$ cat config.mk
export PLATFORM = sky130hd
export DESIGN_NAME = icecap_top
export DESIGN_NICKNAME = d
export VERILOG_FILES = /design/src/source/icecap_pkg.sv /design/src/source/capture_engine.sv /design/src/source/capture_ram.sv /design/src/source/icecap_top.sv /design/src/source/id_reporter.sv /design/src/source/sump_cmd_decoder.sv /design/src/source/tx_sequencer.sv
export VERILOG_INCLUDE_DIRS = /design/src /design/src/source
export SDC_FILE = /design/constraint.sdc
export NUM_CORES = 2
export LEC_CHECK = 0
export BUFFER_PORTS_ARGS = -buffer_cell sky130_fd_sc_hd__buf_2
export CELL_PAD_IN_SITES_DETAIL_PLACEMENT = 0
export CELL_PAD_IN_SITES_GLOBAL_PLACEMENT = 1
export CORE_ASPECT_RATIO = 0.75
export CORE_UTILIZATION = 61
export DETAILED_ROUTE_END_ITERATION = 16
export PLACE_DENSITY_LB_ADDON = 0.1
export SLEW_MARGIN = 10
export SYNTH_ARGS = -nofsm -noshare
export SYNTH_HDL_FRONTEND = slang
export SYNTH_SLANG_ARGS = --single-unit
$ cat constraint.sdc
create_clock -name CAP_CLK -period 5.31 [get_ports CAP_CLK]
set_input_delay 0.2655 -clock CAP_CLK [delete_from_list [all_inputs] [get_ports CAP_CLK]]
set_output_delay 0.2655 -clock CAP_CLK [all_outputs]
set_load 0.005 [all_outputs]
$ cat src/source/icecap_macros.svh
// divider codes follow the SUMP 100 MHz reference convention
// tick limits assume CAP_CLK runs at 48 MHz
// CAP_AW sets the memory depth, keep it at 16 or below
`ifndef ICECAP_MACROS_SVH
`define ICECAP_MACROS_SVH

`define CAP_AW    8                 // sample address width
`define CAP_DEPTH (1 << `CAP_AW)    // bytes of sample memory

// divider codes as sent with 0x80
`define DIV_C0 24'd1     // 48 MHz
`define DIV_C1 24'd3     // 24 MHz
`define DIV_C2 24'd7     // 12 MHz
`define DIV_C3 24'd15    // 6 MHz
`define DIV_C4 24'd24    // 4 MHz
`define DIV_C5 24'd49    // 2 MHz
`define DIV_C6 24'd99    // 1 MHz
`define DIV_C7 24'd199   // 500 kHz
`define DIV_C8 24'd499   // 200 kHz
`define DIV_C9 24'd999   // 100 kHz

// last tick value per code, sample taken every limit+1 clocks
`define TICK_L0 9'd0
`define TICK_L1 9'd1
`define TICK_L2 9'd3
`define TICK_L3 9'd7
`define TICK_L4 9'd11
`define TICK_L5 9'd23
`define TICK_L6 9'd47
`define TICK_L7 9'd95
`define TICK_L8 9'd239
`define TICK_L9 9'd479

// ID answer "1ALS"
`define ID_B0 8'h31
`define ID_B1 8'h41
`define ID_B2 8'h4C
`define ID_B3 8'h53

`endif

$ cat src/source/icecap_pkg.sv
// types shared by the SUMP capture core
// post_count is already scaled to samples
package icecap_pkg;

	// SUMP opcodes handled or skipped by the decoder
	typedef enum logic [7:0] {
		CMD_RESET     = 8'h00,
		CMD_ARM       = 8'h01,
		CMD_ID        = 8'h02,
		CMD_META      = 8'h04,   // not supported, skipped
		CMD_DIV       = 8'h80,
		CMD_COUNT     = 8'h81,
		CMD_FLAGS     = 8'h82,   // consumed and dropped
		CMD_TRIG_MASK = 8'hC0,
		CMD_TRIG_VAL  = 8'hC1,
		CMD_TRIG_CONF = 8'hC2    // consumed and dropped
	} sump_cmd_e;

	// capture setup held by the decoder
	typedef struct packed {
		logic [7:0]  trig_mask;    // channels taking part in trigger
		logic [7:0]  trig_sens;    // level wanted on masked channels
		logic [15:0] post_count;   // samples kept after trigger
		logic [8:0]  tick_limit;   // from divider table
		logic        rate_ok;      // divider code was in table
	} cap_cfg_t;

	// byte offered to the transmit side
	typedef struct packed {
		logic       ready;
		logic [7:0] data;
	} byte_req_t;

endpackage

$ cat src/source/capture_engine.sv
// cfg must stay stable from arm until readback ends
// readback always returns the full memory, oldest sample first
// trigger compares levels only, edges are not detected
`timescale 1ns/1ps
`include "icecap_macros.svh"
module capture_engine (
	input  logic                  CAP_CLK,
	input  logic                  rst_n,
	input  logic [7:0]            cap,
	input  icecap_pkg::cap_cfg_t  cfg,
	input  logic                  arm,
	output icecap_pkg::byte_req_t out_req,
	input  logic                  out_taken,
	output logic                  active
);
	typedef enum logic [1:0] {ST_IDLE, ST_CAPT, ST_LOAD, ST_SHOW} eng_state_e;

	eng_state_e         state;
	logic [8:0]         tick;        // sample pacing
	logic [`CAP_AW-1:0] waddr;
	logic [`CAP_AW-1:0] raddr;
	logic [`CAP_AW-1:0] rd_cnt;      // bytes already sent
	logic [`CAP_AW-1:0] stop_addr;   // fixed at trigger
	logic [`CAP_AW-1:0] cur_stop;
	logic               trig_fired;
	logic               samp;
	logic               hit;
	logic               mask_on;
	logic               last_wr;
	logic [7:0]         rdata;

	assign samp     = (state == ST_CAPT) && (tick == 9'd0);
	assign mask_on  = |cfg.trig_mask;
	assign hit      = ((cap ^ cfg.trig_sens) & cfg.trig_mask) == 8'h00;
	// before the trigger the stop would follow from the current address
	assign cur_stop = trig_fired ? stop_addr : waddr + cfg.post_count[`CAP_AW-1:0];
	assign last_wr  = mask_on ? ((trig_fired | hit) && (waddr == cur_stop)) : &waddr;

	assign out_req  = '{ready: (state == ST_SHOW), data: rdata};
	assign active   = (state != ST_IDLE);

	capture_ram u_ram (
		.CAP_CLK (CAP_CLK),
		.we      (samp),
		.waddr   (waddr),
		.wdata   (cap),              // value at the write edge is the sample
		.re      (state == ST_LOAD),
		.raddr   (raddr),
		.rdata   (rdata)
	);

	always_ff @(posedge CAP_CLK or negedge rst_n) begin
		if (!rst_n) begin
			state      <= ST_IDLE;
			tick       <= 9'd0;
			waddr      <= '0;
			raddr      <= '0;
			rd_cnt     <= '0;
			stop_addr  <= '0;
			trig_fired <= 1'b0;
		end else begin
			case (state)
				ST_IDLE: if (arm) begin
					state      <= ST_CAPT;
					tick       <= 9'd0;     // first sample next edge
					waddr      <= '0;
					trig_fired <= 1'b0;
				end
				ST_CAPT: begin
					tick <= (tick == cfg.tick_limit) ? 9'd0 : tick + 9'd1;
					if (samp) begin
						waddr <= waddr + 1'b1;   // wraps at depth
						if (mask_on && !trig_fired && hit) begin
							trig_fired <= 1'b1;
							stop_addr  <= cur_stop;
						end
						if (last_wr) begin
							state  <= ST_LOAD;
							raddr  <= waddr + 1'b1;   // oldest sample
							rd_cnt <= '0;
						end
					end
				end
				ST_LOAD: state <= ST_SHOW;        // one read in flight
				ST_SHOW: if (out_taken) begin
					if (&rd_cnt) begin
						state <= ST_IDLE;           // last byte gone
					end else begin
						state  <= ST_LOAD;
						raddr  <= raddr + 1'b1;
						rd_cnt <= rd_cnt + 1'b1;
					end
				end
				default: state <= ST_IDLE;
			endcase
		end
	end
endmodule

$ cat src/source/capture_ram.sv
// read data appears one clock after re and holds until the next read
// contents start at zero and are kept across captures
`timescale 1ns/1ps
`include "icecap_macros.svh"
module capture_ram (
	input  logic              CAP_CLK,
	input  logic              we,
	input  logic [`CAP_AW-1:0] waddr,
	input  logic [7:0]        wdata,
	input  logic              re,
	input  logic [`CAP_AW-1:0] raddr,
	output logic [7:0]        rdata
);
	logic [7:0] mem [0:`CAP_DEPTH-1];

	initial begin
		for (int i = 0; i < `CAP_DEPTH; i++)
			mem[i] = 8'h00;      // memory starts blank
	end

	always @(posedge CAP_CLK) begin
		if (we)
			mem[waddr] <= wdata;
		if (re)
			rdata <= mem[raddr];   // registered read port
	end
endmodule

$ cat src/source/icecap_top.sv
// byte link in and out, UART bit engines sit outside this core
// busy covers capture, readback and the ID report
`timescale 1ns/1ps
module icecap_top (
	input  logic       CAP_CLK,
	input  logic       rst_n,
	input  logic [7:0] cap,
	input  logic       rx_valid,
	input  logic [7:0] rx_data,
	input  logic       tx_busy,
	output logic       tx_start,
	output logic [7:0] tx_data,
	output logic       busy
);
	import icecap_pkg::*;

	cap_cfg_t  cfg;
	logic      arm;
	logic      id_req;
	byte_req_t cap_req;
	byte_req_t id_byte;
	logic      cap_taken;
	logic      id_taken;
	logic      cap_active;
	logic      id_active;

	assign busy = cap_active | id_active;   // fed back to hold off commands

	sump_cmd_decoder u_decoder (
		.CAP_CLK  (CAP_CLK),
		.rst_n    (rst_n),
		.rx_valid (rx_valid),
		.rx_data  (rx_data),
		.busy     (busy),
		.cfg      (cfg),
		.arm      (arm),
		.id_req   (id_req)
	);

	capture_engine u_engine (
		.CAP_CLK   (CAP_CLK),
		.rst_n     (rst_n),
		.cap       (cap),
		.cfg       (cfg),
		.arm       (arm),
		.out_req   (cap_req),
		.out_taken (cap_taken),
		.active    (cap_active)
	);

	id_reporter u_id (
		.CAP_CLK   (CAP_CLK),
		.rst_n     (rst_n),
		.id_req    (id_req),
		.out_req   (id_byte),
		.out_taken (id_taken),
		.active    (id_active)
	);

	tx_sequencer u_tx (
		.CAP_CLK     (CAP_CLK),
		.rst_n       (rst_n),
		.cap_req     (cap_req),
		.id_req_byte (id_byte),
		.cap_taken   (cap_taken),
		.id_taken    (id_taken),
		.tx_busy     (tx_busy),
		.tx_start    (tx_start),
		.tx_data     (tx_data)
	);
endmodule

$ cat src/source/id_reporter.sv
// an id_req during a running report restarts it from the first byte
`timescale 1ns/1ps
`include "icecap_macros.svh"
module id_reporter (
	input  logic                  CAP_CLK,
	input  logic                  rst_n,
	input  logic                  id_req,
	output icecap_pkg::byte_req_t out_req,
	input  logic                  out_taken,
	output logic                  active
);
	logic [1:0] idx;       // byte being offered
	logic [7:0] id_byte;

	always_comb begin
		case (idx)
			2'd0:    id_byte = `ID_B0;
			2'd1:    id_byte = `ID_B1;
			2'd2:    id_byte = `ID_B2;
			default: id_byte = `ID_B3;
		endcase
	end

	assign out_req = '{ready: active, data: id_byte};

	always_ff @(posedge CAP_CLK or negedge rst_n) begin
		if (!rst_n) begin
			active <= 1'b0;
			idx    <= 2'd0;
		end else if (id_req) begin
			active <= 1'b1;
			idx    <= 2'd0;
		end else if (active && out_taken) begin
			idx <= idx + 2'd1;
			if (idx == 2'd3)
				active <= 1'b0;      // "S" sent, done
		end
	end
endmodule

$ cat src/source/sump_cmd_decoder.sv
// every byte including parameters is dropped while busy is high
// a divider code outside the table clears rate_ok and arm is then ignored
// new setup is visible one clock after the last parameter byte
`timescale 1ns/1ps
`include "icecap_macros.svh"
module sump_cmd_decoder (
	input  logic                 CAP_CLK,
	input  logic                 rst_n,
	input  logic                 rx_valid,
	input  logic [7:0]           rx_data,
	input  logic                 busy,
	output icecap_pkg::cap_cfg_t cfg,
	output logic                 arm,
	output logic                 id_req
);
	import icecap_pkg::*;

	sump_cmd_e   cmd;          // long command being collected
	logic        collecting;   // parameter bytes still due
	logic [1:0]  pidx;         // index of next parameter
	logic [7:0]  prm [0:2];    // params 0..2 while param 3 is used from rx_data
	logic        take;
	logic [23:0] div_code;
	logic [8:0]  div_lim;
	logic        div_ok;

	assign take     = rx_valid & ~busy;
	assign div_code = {prm[2], prm[1], prm[0]};   // 24-bit divider sent LSB first

	// divider table lookup
	always_comb begin
		div_ok = 1'b1;
		case (div_code)
			`DIV_C0: div_lim = `TICK_L0;
			`DIV_C1: div_lim = `TICK_L1;
			`DIV_C2: div_lim = `TICK_L2;
			`DIV_C3: div_lim = `TICK_L3;
			`DIV_C4: div_lim = `TICK_L4;
			`DIV_C5: div_lim = `TICK_L5;
			`DIV_C6: div_lim = `TICK_L6;
			`DIV_C7: div_lim = `TICK_L7;
			`DIV_C8: div_lim = `TICK_L8;
			`DIV_C9: div_lim = `TICK_L9;
			default: begin
				div_lim = 9'd0;
				div_ok  = 1'b0;    // unknown rate
			end
		endcase
	end

	always_ff @(posedge CAP_CLK or negedge rst_n) begin
		if (!rst_n) begin
			cmd        <= CMD_RESET;
			collecting <= 1'b0;
			pidx       <= 2'd0;
			cfg        <= '0;
			arm        <= 1'b0;
			id_req     <= 1'b0;
		end else begin
			arm    <= 1'b0;              // single cycle pulses
			id_req <= 1'b0;
			if (take && collecting) begin
				pidx <= pidx + 2'd1;
				if (pidx == 2'd3) begin   // fourth parameter applies the command
					collecting <= 1'b0;
					case (cmd)
						CMD_TRIG_MASK: cfg.trig_mask  <= prm[0];
						CMD_TRIG_VAL:  cfg.trig_sens  <= prm[0];
						CMD_COUNT:     cfg.post_count <= {rx_data[5:0], prm[2], 2'b00};
						CMD_DIV: begin
							cfg.tick_limit <= div_lim;
							cfg.rate_ok    <= div_ok;
						end
						default: ;               // 0xC2 and 0x82 dropped here
					endcase
				end
			end else if (take) begin
				case (rx_data)
					CMD_TRIG_MASK, CMD_TRIG_VAL, CMD_TRIG_CONF,
					CMD_COUNT, CMD_DIV, CMD_FLAGS: begin
						cmd        <= sump_cmd_e'(rx_data);
						collecting <= 1'b1;
						pidx       <= 2'd0;
					end
					CMD_ARM: arm    <= cfg.rate_ok;
					CMD_ID:  id_req <= 1'b1;
					CMD_RESET, CMD_META: ;      // accepted without action
					default: ;
				endcase
			end
		end
	end

	// parameter byte store
	always_ff @(posedge CAP_CLK) begin
		if (take && collecting && pidx != 2'd3) begin
			prm[pidx] <= rx_data;
		end
	end
endmodule

$ cat src/source/tx_sequencer.sv
// capture bytes win over ID bytes, the two never run together
// tx_start is combinational from source ready and tx_busy
// the line driver must raise tx_busy within one clock of tx_start
`timescale 1ns/1ps
module tx_sequencer (
	input  logic                  CAP_CLK,
	input  logic                  rst_n,
	input  icecap_pkg::byte_req_t cap_req,
	input  icecap_pkg::byte_req_t id_req_byte,
	output logic                  cap_taken,
	output logic                  id_taken,
	input  logic                  tx_busy,
	output logic                  tx_start,
	output logic [7:0]            tx_data
);
	logic hold;        // clock right after a start, busy may lag
	logic any_ready;

	assign any_ready = cap_req.ready | id_req_byte.ready;

	// start only from a free line and never during hold
	assign tx_start  = any_ready & ~hold & ~tx_busy;
	assign tx_data   = cap_req.ready ? cap_req.data : id_req_byte.data;

	// taken goes back to whichever source was sent
	assign cap_taken = tx_start & cap_req.ready;
	assign id_taken  = tx_start & ~cap_req.ready;

	// after hold the ~tx_busy term does the waiting
	always_ff @(posedge CAP_CLK or negedge rst_n) begin
		if (!rst_n) begin
			hold <= 1'b0;
		end else begin
			hold <= tx_start;
		end
	end
endmodule

==> summary.md <==
| Metric | Value |
|---|---|
| Yosys warns | 0 |
| Io pins | 30 |
| Logic pwr share | 0.010 |
| Worst Hold Margin | about 210 ps |
| Mapped Avg Cell Area | around 22 um2 |
| Final period util | 0.844 |
| Critical path fanouts, max | 38 |
| Most frequent cell after synthesis | edfxtp_1 |
| Max IR drop VDD | between 0.2 and 0.3 mV |
| Post-synthesis xor/xnor area fraction | 0.00447 |
| FP Rows | ~120 |
| Mux cell area share after synthesis | 0.176 |
| FFs w/ async S/R, synth | 0.0428 |
| Initial antenna violation count | 4 |
| FMAX | around 220 MHz |
| Global route total overflow | 0 |
| Total chip power | 32.9 mW |
| CTS resizes | 0 |
| Outcome | finished clean |
| Sw frac | 0.196 |
| Leakage | 30.8 nW |
| Filler Cells Inserted | between 8k and 9k |
| Power density over the cells | 347 nW/um2 |
| Post-synth EDFFs | ~2.1k |
| Routing usage on met2 | 0.430 |
| Via count | approximately 42k |
| FF+latch area | approximately 65000 um2 |
| Setup crit start kind | register |
| Starting Density | 0.617 |
| Final wirelength | approximately 210000 um |
| Int Pwr | between 20 and 30 mW |
| Cell taking the most area after synthesis | edfxtp_1 |
| Largest family of logic cells by synthesized area | multiplexers |
| Clock sinks | roughly 2.2k |
| Hold WC Path Type | in2reg |
| Top FF cell, synth | edfxtp_1 |
| Ranking of synthesized cells by area | edfxtp_1, mux4_2, dfrtp_1 |
| Inserted Clock Buffers | about 190 |
| Final setup vio count | 0 |
| Setup TNS | 0 ps |
| Post-place setup slack | 930 ps |
| Share of layout cells above drive strength 1 | 0.268 |
| Relative slew slack | 0.199 |
| Clk Latency, worst-skew pair | between 800 and 900 ps |
| H-tree Lvls | 4 |
| Met3 Use GR | 0.0756 |
| Slew Viols, Final | 0 |
| Drt initial violations | around 5.7k |
| First-pass GRT wire length | 301000 um |
| CP required | 5880 ps |
| Residual DRC count | 0 |
| CTS tree | yes |
| RSZ-0062 raised after global routing | false |
| Estimated wirelength of the detail-placed design | approximately 130000 um |
| Finished Core Util | 0.684 |
| Vias in the first global route | roughly 42k |
| Area growth syn-to-layout | 11.0% |
| Post-Synth Adder-Cell Area | 0.00346 |
| Post-synthesis sequential area ratio | 0.759 |
| Synth top cells by count | edfxtp_1, mux4_2, nor2_1, clkbuf_1, nand2_1 |
| Worst-Margin Slew | between 1000 and 1500 ps |
| Synth Instances | 3927 |
| WL per Instance | 34.1 um |
| Hold Violations, Final | 0 |
| Reg clk slew, reported paths | about 70 ps |
| Synth Area in Compound Gates | 0.0140 |
| MaxCap Viol Count | 0 |
| Core footprint | around 140000 um2 |
| Total GRT Usage | 0.303 |
| Syn Nets | 3970 |
| Gpl congestion | just under 0.9 |
| Simple-gate portion of the synthesized area | 0.0292 |
| Worst-case clock buffer depth | 3 |
| Drt pass-1 iters | 5 |
| Clock skew | roughly 32 ps |
| Synth Cell Area | roughly 85000 um2 |
| Net Sw Power | ~6.5 mW |
| Nets@finish | 4144 |
| Vias/cell | 6.91 |
| Seq cells post-synth | about 2.2k |
| Top-area cell type share of the netlist area | 0.732 |
| DIE WIDTH | 434 um |
| Clk network pwr share | 0.419 |
| Met1 GRT Util | 0.476 |
| Multi-input gate area | a little under 20000 um2 |
| Busiest grt layer | met1 |
| Category of the most critical setup path | reg2reg |
| Antenna viol nets, final | 0 |
| Post-synthesis cell type count | between 60 and 70 |
| DIE AREA | 141000 um2 |
| Clock Tree Root | clkbuf_16 |
| Final worst setup slack | between 800 and 900 ps |
| Sequential share of power | 0.570 |
| CP endpoint kind | register |
| Die Y | around 330 um |
| Largest net degree at the start of global routing | 112 |
| Tmin final | 4480 ps |
| Worst EP arrival | between 5000 and 6000 ps |
| Port Buffers | 29 |
## logic make-up (layout without fill, tap and decap cells)
logic type | Yosys count | after routing
AND/OR/NAND/NOR | 563 | 563
XOR/XNOR | 42 | 42
AO/OA/AOI/OAI | 182 | 182
multiplexers | 704 | 704
flip-flops | 2173 | 2173
other | 0 | 3
buffers and inverters | 240 | 580
adder cells (fa/ha/maj) | 23 | 23
## area by class of cell
class,count,share of cell area
Clock inverter,115,0.0109
Clock buffer,246,0.0546
Antenna cell,3,0.0000793
Multi-Input combinational cell,1514,0.205
Sequential cell,2173,0.684
Tap cell,1860,0.0246
Timing Repair Buffer,202,0.0199
Inverter,17,0.000674
## power groups by stage
stage / registers, mW / clock network, mW / logic (mW)
6_report: 18.8 / 13.8 / 0.338
5_1_grt: 18.8 / 14.5 / 0.361
4_1_cts: 18.8 / 13.9 / 0.340
3_5_place_dp: 19.1 / 0 / 0.327
3_3_place_gp: 19.1 / 0 / 0.295
2_1_floorplan: 19.1 / 0 / 0.00373
## sequential cells by signal (all words and copies together), names as in the netlist
name,cells
u_decoder.cmd,8
u_decoder.arm,1
u_engine.rd_cnt,8
u_engine.waddr,8
u_decoder.collecting,1
u_decoder.cfg,32
u_engine.u_ram.mem,2048
u_engine.state,2
u_decoder.pidx,2
u_id.active,1
u_engine.trig_fired,1
u_engine.tick,9
u_decoder.id_req,1
u_decoder.prm,24
u_tx.hold,1
u_engine.u_ram.rdata,8
u_engine.raddr,8
u_engine.stop_addr,8
u_id.idx,2
## final timing paths
check / from / to / slack, ps / cells past startpoint
setup / recovery: u_engine.raddr[0]$_DFFE_PN0P_ / u_engine.u_ram.rdata[0]$_DFFE_PP_ / 830 / 8
hold / removal: rx_data[4] / u_decoder.prm[2][4]$_DFFE_PP_ / 210 / 2
setup reg to reg: u_engine.raddr[0]$_DFFE_PN0P_ / u_engine.u_ram.rdata[0]$_DFFE_PP_ / 830 / 8
hold reg to reg: u_decoder.id_req$_DFF_PN0_ / u_id.idx[0]$_DFFE_PN0P_ / 450 / 1
max in group asynchronous: rst_n / u_engine.raddr[0]$_DFFE_PN0P_ / 3870 / 4
min in group asynchronous: rst_n / u_decoder.cmd[6]$_DFFE_PN0P_ / 560 / 4
## critical path, cell delays in order (launching register included)
cell and delay, ps:
dfrtp_4 780, buf_12 380, buf_4 430, mux4_2 570, mux4_2 500, a22o_1 270, a221oi_1 690, a22oi_1 270
and3_1 240
## what timing repair did
| action | CTS | global route |
|---|---|---|
| endpoints found under the hold margin | 270 | 0 |
| setup endpoints to repair | 0 | 0 |
| buffers inserted | 0 | 0 |
| hold buffers | 22 | 0 |
## metal layers
metal | share of wire | up-vias | wire [um]
met4 | 0.025 | 4 | 5280
met2 | 0.45 | 2645 | 94100
met3 | 0.12 | 355 | 24900
met1 | 0.41 | 22600 | 84600
met5 | 0.000072 | - | 15
li1 | - | 16700 | -
## stage by stage
step / std cells / area [um2]
floorplan: 3927 / 85300
global placement: 5744 / 88200
detailed placement: 5744 / 88200
CTS: 6127 / 94700
global route: 6127 / 94700
finish: 6130 / 94700
## cell usage in the layout (no fill, tap or decap), types with 9 or more instances in the layout
| cell | n |
|---|---|
| edfxtp_1 | 2080 |
| mux4_2 | 632 |
| nor2_1 | 310 |
| clkbuf_16 | 198 |
| buf_4 | 128 |
| nand2_1 | 101 |
| dfrtp_1 | 89 |
| o21ai_0 | 46 |
| clkbuf_1 | 45 |
| clkinv_2 | 39 |
| mux2i_1 | 38 |
| clkinv_1 | 36 |
| mux2_2 | 34 |
| nand3_1 | 27 |
| a21oi_1 | 26 |
| buf_12 | 25 |
| xor2_1 | 24 |
| a22oi_1 | 23 |
| ha_1 | 22 |
| nor3_1 | 21 |
| dlygate4sd3_1 | 21 |
| buf_2 | 20 |
| inv_1 | 17 |
| xnor2_1 | 17 |
| and3_1 | 16 |
| bufinv_16 | 15 |
| o22ai_1 | 13 |
| nand2b_1 | 13 |
| clkinvlp_4 | 12 |
| and2_1 | 11 |
| nor4_1 | 11 |
| o31ai_1 | 11 |
| clkbuf_8 | 11 |
| a211oi_1 | 10 |
| nand4_1 | 9 |
(Power assumes the default switching activity.)
